File: src/logic/cpuPkg.sv
// Shared types, encodings and instruction field positions, imported by every datapath block
`default_nettype none

package cpuPkg;

   // One bus or register word
   typedef logic [31:0] word_t;

   // Register number from an instruction field
   typedef logic [3:0] regIndex_t;

   // Memory word address, sized for the default depth of 512 words
   typedef logic [8:0] memAddress_t;

   // Instruction opcodes in bits 31..27
   typedef enum logic [4:0] {
      LD   = 5'd0,
      ST   = 5'd1,
      ADDI = 5'd2,
      ANDI = 5'd3,
      ORI  = 5'd4,
      HALT = 5'd5
   } opcode_t;

   // Sequencer steps, one clock each
   typedef enum logic [3:0] {
      IDLE,
      T0,
      T1,
      T2,
      T3,
      T4,
      T5,
      T6,
      T7,
      STOPPED
   } step_t;

   typedef enum logic [1:0] {
      ADD,
      AND,
      OR
   } aluOp_t;

   // Instruction field positions
   localparam int OpcodeMsb = 31;
   localparam int OpcodeLsb = 27;
   localparam int RaMsb     = 26;
   localparam int RaLsb     = 23;
   localparam int RbMsb     = 22;
   localparam int RbLsb     = 19;
   // Constant C, sign-extended to a full word
   localparam int ImmMsb    = 18;
   localparam int ImmLsb    = 0;

endpackage

`default_nettype wire
File: src/logic/controlSequencer.sv
// Hardwired control unit holding PC and IR, stepping T0..T7 and issuing all datapath strobes
`default_nettype none

module controlSequencer (
   input  wire logic           Clock,
   input  wire logic           reset,
   input  wire cpuPkg::word_t  bus,
   input  wire logic           run,
   output cpuPkg::word_t       pcValue,
   output cpuPkg::word_t       immValue,
   output cpuPkg::regIndex_t   raField,
   output cpuPkg::regIndex_t   rbField,
   output logic                pcOut,
   output logic                mdrOut,
   output logic                zOut,
   output logic                rOut,
   output logic                immOut,
   output logic                marIn,
   output logic                mdrIn,
   output logic                irIn,
   output logic                yIn,
   output logic                zIn,
   output logic                rIn,
   output logic                gra,
   output logic                grb,
   output logic                baOut,
   output logic                read,
   output logic                write,
   output cpuPkg::aluOp_t      aluOp,
   output logic                busy,
   output logic                halted
);
   import cpuPkg::*;

   step_t   state;
   word_t   ir;
   opcode_t opcode;
   opcode_t fetchedOpcode;
   logic    memOp;
   logic    stopFetched;

   assign opcode        = opcode_t'(ir[OpcodeMsb:OpcodeLsb]);
   assign raField       = ir[RaMsb:RaLsb];
   assign rbField       = ir[RbMsb:RbLsb];
   assign immValue      = {{(31 - ImmMsb + ImmLsb){ir[ImmMsb]}}, ir[ImmMsb:ImmLsb]};
   assign memOp         = opcode inside {LD, ST};

   // Decode happens in T2 while the instruction is still on the bus
   // Unknown opcodes stop the machine like HALT
   assign fetchedOpcode = opcode_t'(bus[OpcodeMsb:OpcodeLsb]);
   assign stopFetched   = !(fetchedOpcode inside {LD, ST, ADDI, ANDI, ORI});

   always_ff @(posedge Clock) begin
      if (reset) begin
         state   <= IDLE;
         pcValue <= '0;
         ir      <= '0;
         busy    <= 1'b0;
         halted  <= 1'b0;
      end else begin
         if (irIn) begin
            ir <= bus;
         end
         unique case (state)
            IDLE, STOPPED: begin
               if (run) begin
                  state   <= T0;
                  pcValue <= '0;
                  busy    <= 1'b1;
                  halted  <= 1'b0;
               end
            end
            T0: begin
               pcValue <= pcValue + 32'd1;
               state   <= T1;
            end
            T1: state <= T2;
            T2: begin
               if (stopFetched) begin
                  state  <= STOPPED;
                  busy   <= 1'b0;
                  halted <= 1'b1;
               end else begin
                  state <= T3;
               end
            end
            T3: state <= T4;
            T4: state <= T5;
            T5: state <= memOp ? T6 : T0;
            T6: state <= T7;
            T7: state <= T0;
            default: state <= IDLE;
         endcase
      end
   end

   // Strobe pattern per step
   always_comb begin
      pcOut  = 1'b0;
      mdrOut = 1'b0;
      zOut   = 1'b0;
      rOut   = 1'b0;
      immOut = 1'b0;
      marIn  = 1'b0;
      mdrIn  = 1'b0;
      irIn   = 1'b0;
      yIn    = 1'b0;
      zIn    = 1'b0;
      rIn    = 1'b0;
      gra    = 1'b0;
      grb    = 1'b0;
      baOut  = 1'b0;
      read   = 1'b0;
      write  = 1'b0;
      aluOp  = ADD;
      unique case (state)
         T0: begin
            pcOut = 1'b1;
            marIn = 1'b1;
         end
         T1: read = 1'b1;
         T2: begin
            mdrOut = 1'b1;
            irIn   = 1'b1;
         end
         // Base operand into Y
         T3: begin
            rOut  = 1'b1;
            grb   = 1'b1;
            baOut = 1'b1;
            yIn   = 1'b1;
         end
         T4: begin
            immOut = 1'b1;
            zIn    = 1'b1;
            if (opcode == ANDI) begin
               aluOp = AND;
            end else if (opcode == ORI) begin
               aluOp = OR;
            end
         end
         T5: begin
            zOut = 1'b1;
            if (memOp) begin
               marIn = 1'b1;
            end else begin
               gra = 1'b1;
               rIn = 1'b1;
            end
         end
         T6: begin
            if (opcode == ST) begin
               rOut  = 1'b1;
               gra   = 1'b1;
               mdrIn = 1'b1;
            end else begin
               read = 1'b1;
            end
         end
         T7: begin
            if (opcode == ST) begin
               write = 1'b1;
            end else begin
               mdrOut = 1'b1;
               gra    = 1'b1;
               rIn    = 1'b1;
            end
         end
         default: ;
      endcase
   end

endmodule

`default_nettype wire

File: config.mk
export PLATFORM = sky130hd
export DESIGN_NAME = controlSequencer
export DESIGN_NICKNAME = d
export VERILOG_FILES = /design/src/logic/cpuPkg.sv /design/src/logic/controlSequencer.sv
export SDC_FILE = /design/constraint.sdc
export NUM_CORES = 1
export LEC_CHECK = 0
export BUFFER_PORTS_ARGS = -buffer_cell sky130_fd_sc_hd__buf_2
export CORE_UTILIZATION = 45
export CTS_CLUSTER_SIZE = 20
export DETAILED_ROUTE_END_ITERATION = 10
export PLACE_DENSITY = 0.75
export SKIP_LAST_GASP = 1
export SLEW_MARGIN = 0
export SYNTH_ARGS = -nofsm -noshare
export SYNTH_HDL_FRONTEND = slang
export SYNTH_SLANG_ARGS = --single-unit
File: constraint.sdc
create_clock -name Clock -period 3.1 [get_ports Clock]
set_input_delay 0.31 -clock Clock [delete_from_list [all_inputs] [get_ports Clock]]
set_output_delay 0.31 -clock Clock [all_outputs]
set_load 0.01 [all_outputs]
After elaboration in Yosys (flattened, before gate mapping)

Index checks and enable logic that the tools add are counted.

Flip-flop bits (word level): 70
Input port bits: 35
Output and inout bits: 92
Logic and storage cells: 66

Add/sub/neg operators: 1
Eq/ne operators: 18
Muxes and demuxes: 32
Reductions and logical operators: 10

Operator list:

| kind                  | number |
|---|---|
| $pmux 32 s2           | 1 |
| $pmux 4 s9            | 1 |
| $add 32x1->32 const B | 1 |
| $mux 32               | 1 |
| $eq 4x3->1 const B    | 4 |
| $eq 5x2->1 const B    | 3 |
| $mux 1                | 15 |
| $pmux 1 s2            | 7 |
| $eq 5x1->1 const B    | 2 |
| $eq 5x3->1 const B    | 2 |
| $logic_not 5->1       | 2 |
| $eq 4x2->1 const B    | 2 |
| $eq 4x4->1 const B    | 2 |
| $mux 4                | 2 |
| $mux 2                | 3 |
| $reduce_bool 2->1     | 3 |
| $reduce_bool 5->1     | 1 |
| $eq 4x1->1 const B    | 1 |
| $logic_not 4->1       | 1 |
| $ne 2x2->1 const B    | 2 |
| $mux 3                | 1 |
| $pmux 1 s3            | 1 |
| $reduce_and 3->1      | 1 |
| $reduce_and 2->1      | 1 |
| $reduce_or 2->1       | 1 |

Logic depth before layout (Yosys ltp)

Gate-level depths: netlist of the first run.

Depth in word-level cells: 4
Mapped depth: 7
Mapped depth without buffers: 5

Least setup slack after synthesis of the first run

Ideal clock, no wire load.

Kind: register -> register
Start: register state[1]
End: register pcValue[29]
Data arrival time: 2.296 ns
Required time: 2.979 ns
Slack: 0.683 ns
Cell stages (with the launch flop): 7
Path buffers: 2
Clock period less this slack: 2.417 ns
Cell sequence: dfxtp_1 -> or4b_1 -> buf_2 -> or4_1 -> buf_2 -> nor4b_1 -> mux2_2

Longest elaborated chain between the ends: 4
Elaborated cells between the ends (all ways): 8

Ends and longest elaborated chain:

| what                                                      | line                   | text |
|---|---|---|
| start: declaration                                        | controlSequencer.sv:35 | `step_t state;` |
| start signal: assignment                                  | controlSequencer.sv:89 | `T5: state <= memOp ? T6 : T0;` |
| $eq 4x4->1 or $logic_not 4->1 (tied branches)             | controlSequencer.sv:64 | `unique case (state)` |
| $reduce_or 2->1                                           | controlSequencer.sv:64 |  |
| $ne 2x2->1 (no line) or $reduce_bool 2->1 (tied branches) | n/a                    |  |
| $reduce_and 2->1 (no line)                                | n/a                    |  |
| end signal: assignment                                    | controlSequencer.sv:74 | `pcValue <= pcValue + 32'd1;` |
| end: declaration                                          | controlSequencer.sv:9  | `output cpuPkg::word_t pcValue,` |

Parallel ways exist; a longest one is shown, timed or not.
A chain may end at the register's enable or synchronous reset.

Worst setup path after layout of the first run

Start: register state[1]
End: register pcValue[30]

The elaborated chain is that of the path after synthesis.

==> out/qor.csv, run 1 <==
metric;value;unit
maxCapViolations;0;
port_buffers;126;
slew_viol_final;0;
rsz0062_at_grt;no;
ant_nets;0;
grt_overflow;0;
antenna_cells;0;
cts_buffers;9;
drive_above_1_share;29.5;%
p_int;1440;µW
ios;127;
yosys_register_bits;70;
start_util;46.4;%
antenna_found_initial;0;
wl_per_cell;12.9;µm
ir_drop;0.247;mV
worstPathMaxFanout;16;
combPwrFrac;9.5;%
max_freq;385;MHz
fin_tns_setup;0;ns
cts.path.max_buffers;2;
crit_family;simple AND/OR/NAND/NOR gates;
grt_pass1_vias;3149;
p_leak;0.00174;µW
power.density;457;nW/µm²
async_flop_share;0;%
seq_area_frac_synth;39.3;%
cts-root-buf;clkbuf_8;
crit_buf_inv;1;
regArea;1400;µm²
path_cells;or4b_1 -> buf_4 -> or4_1 -> or4_1 -> a21oi_1;
ctsResizeCount;0;
grt_util_all_layers;20.2;%
hp-class;in2reg;
post_cts_buffers;0;
cp-startpoint;state[1];
swShare;25.1;%
vias;3436;
grt_pass1_wl;13800;µm
htreeDepth;3;
hp-start;bus[26];
hold_buffers;0;
die_h;91.1;µm
synth_ff_type;dfxtp_1;
syn_nets;495;
clkPwrFrac;42.4;%
die_w;91.1;µm
fillerInstances;736;
r2r-start;state[1];
reg2reg_depth;5;
grt_max_degree;38;
drc_errors;0;
coreArea;7690;µm²
status;finished clean;
cts.sinks;70;
critPathMostFrequentCell;or4_1;
fin_util;54.6;%
p_sw;482;µW
multi_input_area;1690;µm²
drtIter0Drc;149;
clk_pin_slew_worst_paths;0.08;ns
setup_violations;0;
viasPerCell;5.34;
p_seq_share;48.1;%
dieArea;8290;µm²
dp_hpwl;5990;µm
cts_tree;yes;
slowest_delay;0.76;ns
synth_cell_types;44;
syn_area_per_cell;7.77;µm²
path_class;reg2reg;
gp_congestion;0.876;
rows;32;
layout_worst_path_cycle_share;83.7;%
dr.pass1.iters;4;
syn_to_final_growth;17.6;%
synth_area;3570;µm²
synthCells;459;
cp.required;3.37;ns
startpoint_type;register;
tightest_slew;0.698;ns
synth_edf_count;0;
whs_path_depth;3;
hold_viol;0;
crit_cells;5;
crit_arrival;2.86;ns
crit_slowest_cell;or4_1;
worst_setup_path_end_kind;register;
wl;8340;µm
relSlewSlack;53.5;%
fin_skew;0.00558;ns
period_minus_slack;2.60;ns
clock_latency;0.34;ns
nets;573;
yosys_warnings;0;
per-layer routing:
layer / track usage (%) / up-vias / wire [µm]
met5: 0 / - / 0
met4: 7.54 / 0 / 95
met3: 3.43 / 10 / 519
met2: 34.7 / 111 / 3950
met1: 25.3 / 1581 / 3770
li1: - / 1734 / -
registers in the layout (all words and copies together) (netlist names):
name,cells
state,4
busy,1
pcValue,32
ir,32
halted,1
synth_stat cells (5+ instances only):
library cell	number	area, µm²
inv_1	11	41.3
or3_1	10	62.6
nor4_1	5	31.3
nand3_1	8	40.0
o211ai_1	10	75.1
o21ai_0	9	45.0
buf_4	43	323
nand2_1	88	330
nand4_1	7	43.8
or4_1	14	105
clkbuf_1	20	75.1
and3_1	5	31.3
o311ai_0	8	70.1
dfxtp_1	70	1400
a21oi_1	60	300
nor2_1	24	90.1
nor2b_1	5	31.3
nor3_1	6	30.0
cell families after synthesis:
group,Yosys count,share of synthesized area (%)
compound gates,104,17.6
xor+xnor,4,0.982
fa+ha+maj,1,0.351
buf+inv,81,13.3
flops,70,39.3
mux,4,1.26
simple gates,195,27.2
worst register-to-register path, cell delays in order, from the launching register on:
cell and delay, ns:
dfxtp_1 0.31, or4b_1 0.55, buf_4 0.18, or4_1 0.76
or4_1 0.55, a21oi_1 0.17
layout make-up:
| class | count | share of cell area (%) |
|---|---|---|
| flip-flops and latches | 70 | 33.4 |
| clock inverters | 7 | 2.33 |
| clock buffers | 9 | 2.95 |
| repair buffers | 137 | 17.0 |
| inverters | 11 | 0.984 |
| well taps | 102 | 3.04 |
| multi-input cells | 308 | 40.3 |
cells in the final DEF, fill, tap and decap left out, types with 6 or more instances in the layout:
cell and count:
nand3_1 8, o21ai_0 9, or3_1 10, nand4_1 7, nand2_1 88, buf_4 11, buf_2 126, nor2_1 24
a21oi_1 60, nor3_1 6, or4_1 14, o311ai_0 8, inv_1 11, dfxtp_1 70, o211ai_1 10, clkbuf_8 9
power by group through the flow:
stage	clock (µW)	combinational [µW]	sequential (µW)
final	814	182	923
after global routing	871	203	925
after CTS	829	183	923
after detailed placement	0	182	944
after global placement	0	179	943
after floorplan	0	118	945
metrics by stage:
step	hold slack, ns	std cells	cell area [µm²]	total power, µW	setup WS, ns
after floorplan	0.437	459	3570	1060	0.683
after global placement	0.439	628	3980	1120	0.582
after detailed placement	0.444	628	3980	1130	0.545
after CTS	0.189	644	4200	1940	0.500
after global routing	0.184	644	4200	2000	0.415
final	0.196	644	4200	1920	0.504
worst paths after layout:
kind / endpoint / slack (ns)
max: pcValue[30] / 0.50
min: ir[26] / 0.20
max reg2reg: pcValue[30] / 0.50
min reg2reg: ir[12] / 0.45
Power figures use the tool's default switching activity.
==> run 2: changes to the inputs <==
--- a/config.mk
+++ b/config.mk
@@ -9,7 +9,7 @@
 export CORE_UTILIZATION = 45
 export CTS_CLUSTER_SIZE = 20
 export DETAILED_ROUTE_END_ITERATION = 10
-export PLACE_DENSITY = 0.75
+export PLACE_DENSITY = 0.78
 export SKIP_LAST_GASP = 1
 export SLEW_MARGIN = 0
 export SYNTH_ARGS = -nofsm -noshare
==> constraint.sdc (replaced) <==
create_clock -name Clock -period 2.3 [get_ports Clock]
set_input_delay 0.23 -clock Clock [delete_from_list [all_inputs] [get_ports Clock]]
set_output_delay 0.23 -clock Clock [all_outputs]
set_load 0.01 [all_outputs]
==> run 2 against run 1 <==
Compared with the run above:
- clock power rose by 22%
- fmax rose by 16%
- critical path depth is the same
- sequential share of layout area down 0.83 points
- worst hold slack got worse by 0.067 ns
- register-to-register slack got worse by 0.44 ns
- largest cell class unchanged
- combinational power is 40% higher
- power increased by 30%
- core utilization increased by 1.5 points
- wire length rose by 2.7%
- clock skew is 0.0082 ns higher
==> out/qor.csv, run 2 (synthesized netlist as in run 1, its figures left out) <==
metric;value;unit;change
status;finished clean;;
wl_per_cell;13.0;µm;+0.62%
coreArea;7690;µm²;unchanged
grt_overflow;0;;unchanged
grt_max_degree;36;;-5.3%
drc_errors;0;;unchanged
antenna_cells;0;;unchanged
tightest_slew;0.653;ns;-0.0445 ns
dieArea;8290;µm²;unchanged
dr.pass1.iters;4;;unchanged
hold_viol;0;;unchanged
clk_pin_slew_worst_paths;0.08;ns;about the same
hold_buffers;0;;unchanged
worst_setup_path_end_kind;register;;
period_minus_slack;2.23;ns;-0.361 ns
cp.required;2.50;ns;-0.87 ns
drtIter0Drc;172;;+15%
p_leak;0.00180;µW;+3.3%
power.density;578;nW/µm²;+26%
ir_drop;0.388;mV;+57%
rows;32;;unchanged
nets;586;;+2.3%
start_util;46.4;%;unchanged
cts_buffers;9;;unchanged
cts-root-buf;clkbuf_8;;
layout_common_cells;buf_2, nand2_1, dfxtp_1;;
slew_viol_final;0;;unchanged
maxCapViolations;0;;unchanged
grt_pass1_wl;14400;µm;+4.7%
dp_hpwl;6050;µm;+0.97%
rsz0062_at_grt;yes;;
startpoint_type;register;;
relSlewSlack;56.4;%;+3.0 points
die_w;91.1;µm;unchanged
layout_worst_path_cycle_share;97.2;%;+13 points
setup_violations;0;;unchanged
hp-class;in2reg;;
path_class;reg2reg;;
antenna_found_initial;0;;unchanged
cts.path.max_buffers;2;;unchanged
ant_nets;0;;unchanged
grt_util_all_layers;20.9;%;+0.72 points
crit_arrival;2.43;ns;-0.43 ns
drive_above_1_share;32.4;%;+2.9 points
wl;8560;µm;+2.7%
worstPathMaxFanout;12;;-4
placed_cells_incl_taps;640;;+1.9%
postLayoutSetupSlackWorst;0.0654;ns;-0.439 ns
top_regs;ir (32), pcValue (32), state (4);;
final_common_cell;buf_2;;
die_h;91.1;µm;unchanged
final_cells;657;;+2.0%
place_ws;-0.0424;ns;-0.588 ns
ios;127;;unchanged
gp_congestion;0.781;;-11%
htreeDepth;3;;unchanged
grt_pass1_vias;3278;;+4.1%
clock_latency;0.33;ns;about the same
max_freq;448;MHz;+16%
cts_tree;yes;;
port_buffers;126;;unchanged
vias;3561;;+3.6%
cts.sinks;70;;unchanged
fin_skew;0.0138;ns;+0.00823 ns
viasPerCell;5.42;;+1.6%
syn_to_final_growth;20.8;%;
## run 2: changes by cell type in the layout (fill, tap and decap cells not counted), sizes merged
cell / before / now
inv: 12 / 11
buf: 137 / 150
bufinv: 2 / 1
clkbuf: 9 / 11
## run 2: cell type report
type | instances | area [µm²]
well taps | 102 | 128
clock buffers | 11 | 141
flip-flops and latches | 70 | 1400
repair buffers | 150 | 815
fillers | 737 | 3380
inverters | 11 | 41.3
multi-input cells | 308 | 1720
clock inverters | 5 | 58.8
## run 2: power breakdown
part | switching (µW) | total, µW | internal (µW)
Clock | 463 | 994 | 531
Sequential | 12.4 | 1240 | 1230
Combinational | 157 | 254 | 97.4
Total | 632 | 2490 | 1860
## run 2: worst paths after layout
kind | from | endpoint | slack [ns] | cells past startpoint
setup / recovery | state[3] | pcValue[19] | 0.07 | 5
hold / removal | bus[11] | ir[11] | 0.13 | 3
setup reg to reg | state[3] | pcValue[19] | 0.07 | 5
hold reg to reg | ir[17] | ir[17] | 0.45 | 2
## run 2: repair_timing
item                                    CTS  global route
resized for setup                         1             4
pin swaps                                 0             1
setup buffers                             0             1
endpoints found under the setup margin    5            10
## run 2: worst max-delay path, cell delays in order (launching register included)
cell and delay [ns]:
dfxtp_2 0.32, or4b_1 0.59, or4_4 0.55, buf_4 0.19, o311ai_0 0.36, a21oi_1 0.10
## run 2: metal layers
metal  part of all wire (%)  up-vias  wire, µm  GRT usage (%)
met3                    6.0       11       514           4.19
li1                       -     1754         -              -
met1                     45     1675      3860           25.4
met5                      0        -         0              0
met2                     48      121      4080           36.2
met4                    1.1        0        95           8.07
## run 2: stage by stage
step / area, µm² / util [%] / total power (µW) / hold WS (ns) / TNS, ns
3_5_place_dp: 4080 / 53.1 / 1520 / 0.445 / -0.120
6_report: 4310 / 56.1 / 2490 / 0.129 / 0
4_1_cts: 4290 / 55.8 / 2520 / 0.112 / 0
5_1_grt: 4310 / 56.1 / 2610 / 0.123 / -0.0633
2_1_floorplan: 3600 / - / 1440 / 0.366 / 0
3_3_place_gp: 4080 / 53.1 / 1520 / 0.438 / -0.00389
==> run 3: changes to the inputs <==
--- a/config.mk
+++ b/config.mk
@@ -9,6 +9,7 @@
 export CORE_UTILIZATION = 45
 export CTS_CLUSTER_SIZE = 20
 export DETAILED_ROUTE_END_ITERATION = 10
+export GPL_TIMING_DRIVEN = 0
 export PLACE_DENSITY = 0.78
 export SKIP_LAST_GASP = 1
 export SLEW_MARGIN = 0
==> run 3 against run 2 <==
Compared with the run above:
- via count increased by 4.6%
- power down 4.4%
- die area is the same
- flip-flop and latch count is the same
- critical path depth fell by 1
- sequential power hardly changed
- global-route usage increased by 1.6 points
- clock power down 13%
- fmax shrank 0.24%
- cell area up 8.5%
- critical path type unchanged
- largest power group unchanged
==> out/qor.csv, run 3 (synthesized netlist as in run 1, its figures left out) <==
metric;value;unit;change
gp_congestion;0.865;;+11%
antenna_found_initial;0;;unchanged
wl;9490;µm;+11%
startpoint_type;register;;
combPwrFrac;11.3;%;+1.1 points
rr_endpoint;pcValue[19];;
cts.sinks;70;;unchanged
rsz0062_at_grt;yes;;
maxCapViolations;0;;unchanged
final_cells;710;;+8.1%
relSlewSlack;63.1;%;+6.7 points
slew_viol_final;0;;unchanged
htreeDepth;3;;unchanged
syn_to_final_growth;31.1;%;
rows;32;;unchanged
grt_pass1_wl;15200;µm;+5.3%
cts.path.max_buffers;2;;unchanged
placed_cells_incl_taps;687;;+7.3%
dp_hpwl;6710;µm;+11%
crit_family;simple AND/OR/NAND/NOR gates;;
fin_tns_setup;0;ns;unchanged
dieArea;8290;µm²;unchanged
swShare;26.4;%;+0.99 points
coreArea;7690;µm²;unchanged
p_leak;0.00206;µW;+14%
setup_violations;0;;unchanged
fin_skew;0.00787;ns;-0.00593 ns
drc_errors;0;;unchanged
hold_viol;0;;unchanged
p_seq_share;52.4;%;+2.5 points
die_h;91.1;µm;unchanged
fin_area;4680;µm²;+8.5%
path_class;reg2reg;;
tightest_slew;0.553;ns;-0.100 ns
path_cells;or4b_4 -> or4_4 -> or4_4 -> a21oi_2;;
cts_buffers;9;;unchanged
dr.pass1.iters;4;;unchanged
die_w;91.1;µm;unchanged
layout_worst_path_cycle_share;97.4;%;+0.24 points
cts-root-buf;clkbuf_8;;
vias;3724;;+4.6%
antenna_cells;0;;unchanged
crit_cells;4;;-1
reg2reg_slack;0.06;ns;about the same
crit_buf_inv;0;;-1
cts_tree;yes;;
start_util;46.4;%;unchanged
layout_common_cells;buf_2, nand2_1, dfxtp_1;;
clock_latency;0.33;ns;about the same
top_regs;ir (32), pcValue (32), state (4);;
critPathMostFrequentCell;or4_4;;
holdWs;0.130;ns;+0.00137 ns
placed_area;4360;µm²;+6.7%
cp.required;2.57;ns;+0.07 ns
clk_pin_slew_worst_paths;0.07;ns;about the same
power.density;509;nW/µm²;-12%
reg2reg_depth;4;;-1
fillerInstances;711;;-3.5%
status;finished clean;;
worstPathMaxFanout;7;;-5
p_sw;628;µW;-0.70%
period_minus_slack;2.24;ns;+0.00546 ns
grt_max_degree;16;;-56%
r2r-start;state[3];;
drive_above_1_share;36.5;%;+4.1 points
max_freq;446;MHz;-0.24%
slowest_delay;0.59;ns;about the same
clkPwrFrac;36.2;%;-3.7 points
drtIter0Drc;205;;+19%
grt_pass1_vias;3248;;-0.92%
whs_path_depth;3;;unchanged
wl_per_cell;13.4;µm;+2.6%
crit_arrival;2.51;ns;+0.08 ns
hp-start;bus[4];;
viasPerCell;5.25;;-3.2%
min_to;ir[4];;
p_int;1750;µW;-5.7%
ir_drop;0.240;mV;-38%
port_buffers;126;;unchanged
grt_overflow;0;;unchanged
ant_nets;0;;unchanged
final_common_cell;buf_2;;
worst_setup_path_end_kind;register;;
ios;127;;unchanged
nets;639;;+9.0%
hp-class;in2reg;;
grt_util_all_layers;22.5;%;+1.6 points
crit_slowest_cell;or4b_4;;
==> run 3: through the flow <==
step	utilization (%)	worst slack [ns]	total power (µW)
after floorplan	-	0.00879	1440
after global placement	56.7	-0.256	1530
after detailed placement	56.7	-0.281	1540
after CTS	59.4	-0.0309	2410
after global routing	60.9	-0.0654	2500
final	60.9	0.0600	2380
==> run 3: worst reg2reg max path, stage by stage (launching register included) <==
cell     delay (ns)
dfxtp_2        0.34
or4b_4         0.59
or4_4          0.54
or4_4          0.57
a21oi_2        0.13
==> run 3: metal layers <==
metal	GRT usage (%)	wire length [µm]	vias up
met5	0	0	-
li1	-	-	1865
met2	36.4	4400	136
met4	10.7	145	0
met1	28.8	4370	1710
met3	4.52	577	13
==> run 3: worst max path at each step <==
stage | startpoint | slack [ns] | to
after floorplan | state[3] | 0.009 | pcValue[30]
after global placement | state[2] | -0.26 | pcValue[22]
after detailed placement | state[1] | -0.28 | pcValue[22]
after CTS | state[3] | -0.03 | pcValue[28]
after global routing | pcValue[1] | -0.07 | pcValue[22]
final | state[3] | 0.06 | pcValue[19]
==> run 3: area by class of cell <==
type,count,area (µm²),area share [%]
Multi-Input combinational cell,308,1800,38.5
Sequential cell,70,1410,30.1
Timing Repair Buffer,136,703,15.0
Buffer,67,425,9.09
Clock buffer,12,145,3.10
Tap cell,102,128,2.73
Inverter,11,45.0,0.963
Clock inverter,4,22.5,0.481
==> run 3: power groups by stage <==
stage | clock network (µW) | logic [µW] | registers (µW)
after floorplan | 0 | 162 | 1270
after detailed placement | 0 | 262 | 1280
after global routing | 948 | 297 | 1250
after global placement | 0 | 259 | 1270
after CTS | 889 | 271 | 1250
final | 863 | 270 | 1250
==> run 3: timing repair <==
item                       4_1_cts  5_1_grt
hold endpoints to repair         0        0
pin swaps                        1        6
resized for setup               10       19
setup endpoints to repair       15       40
buffers inserted                 2        7
cloned                           0        1
hold buffers                     0        0
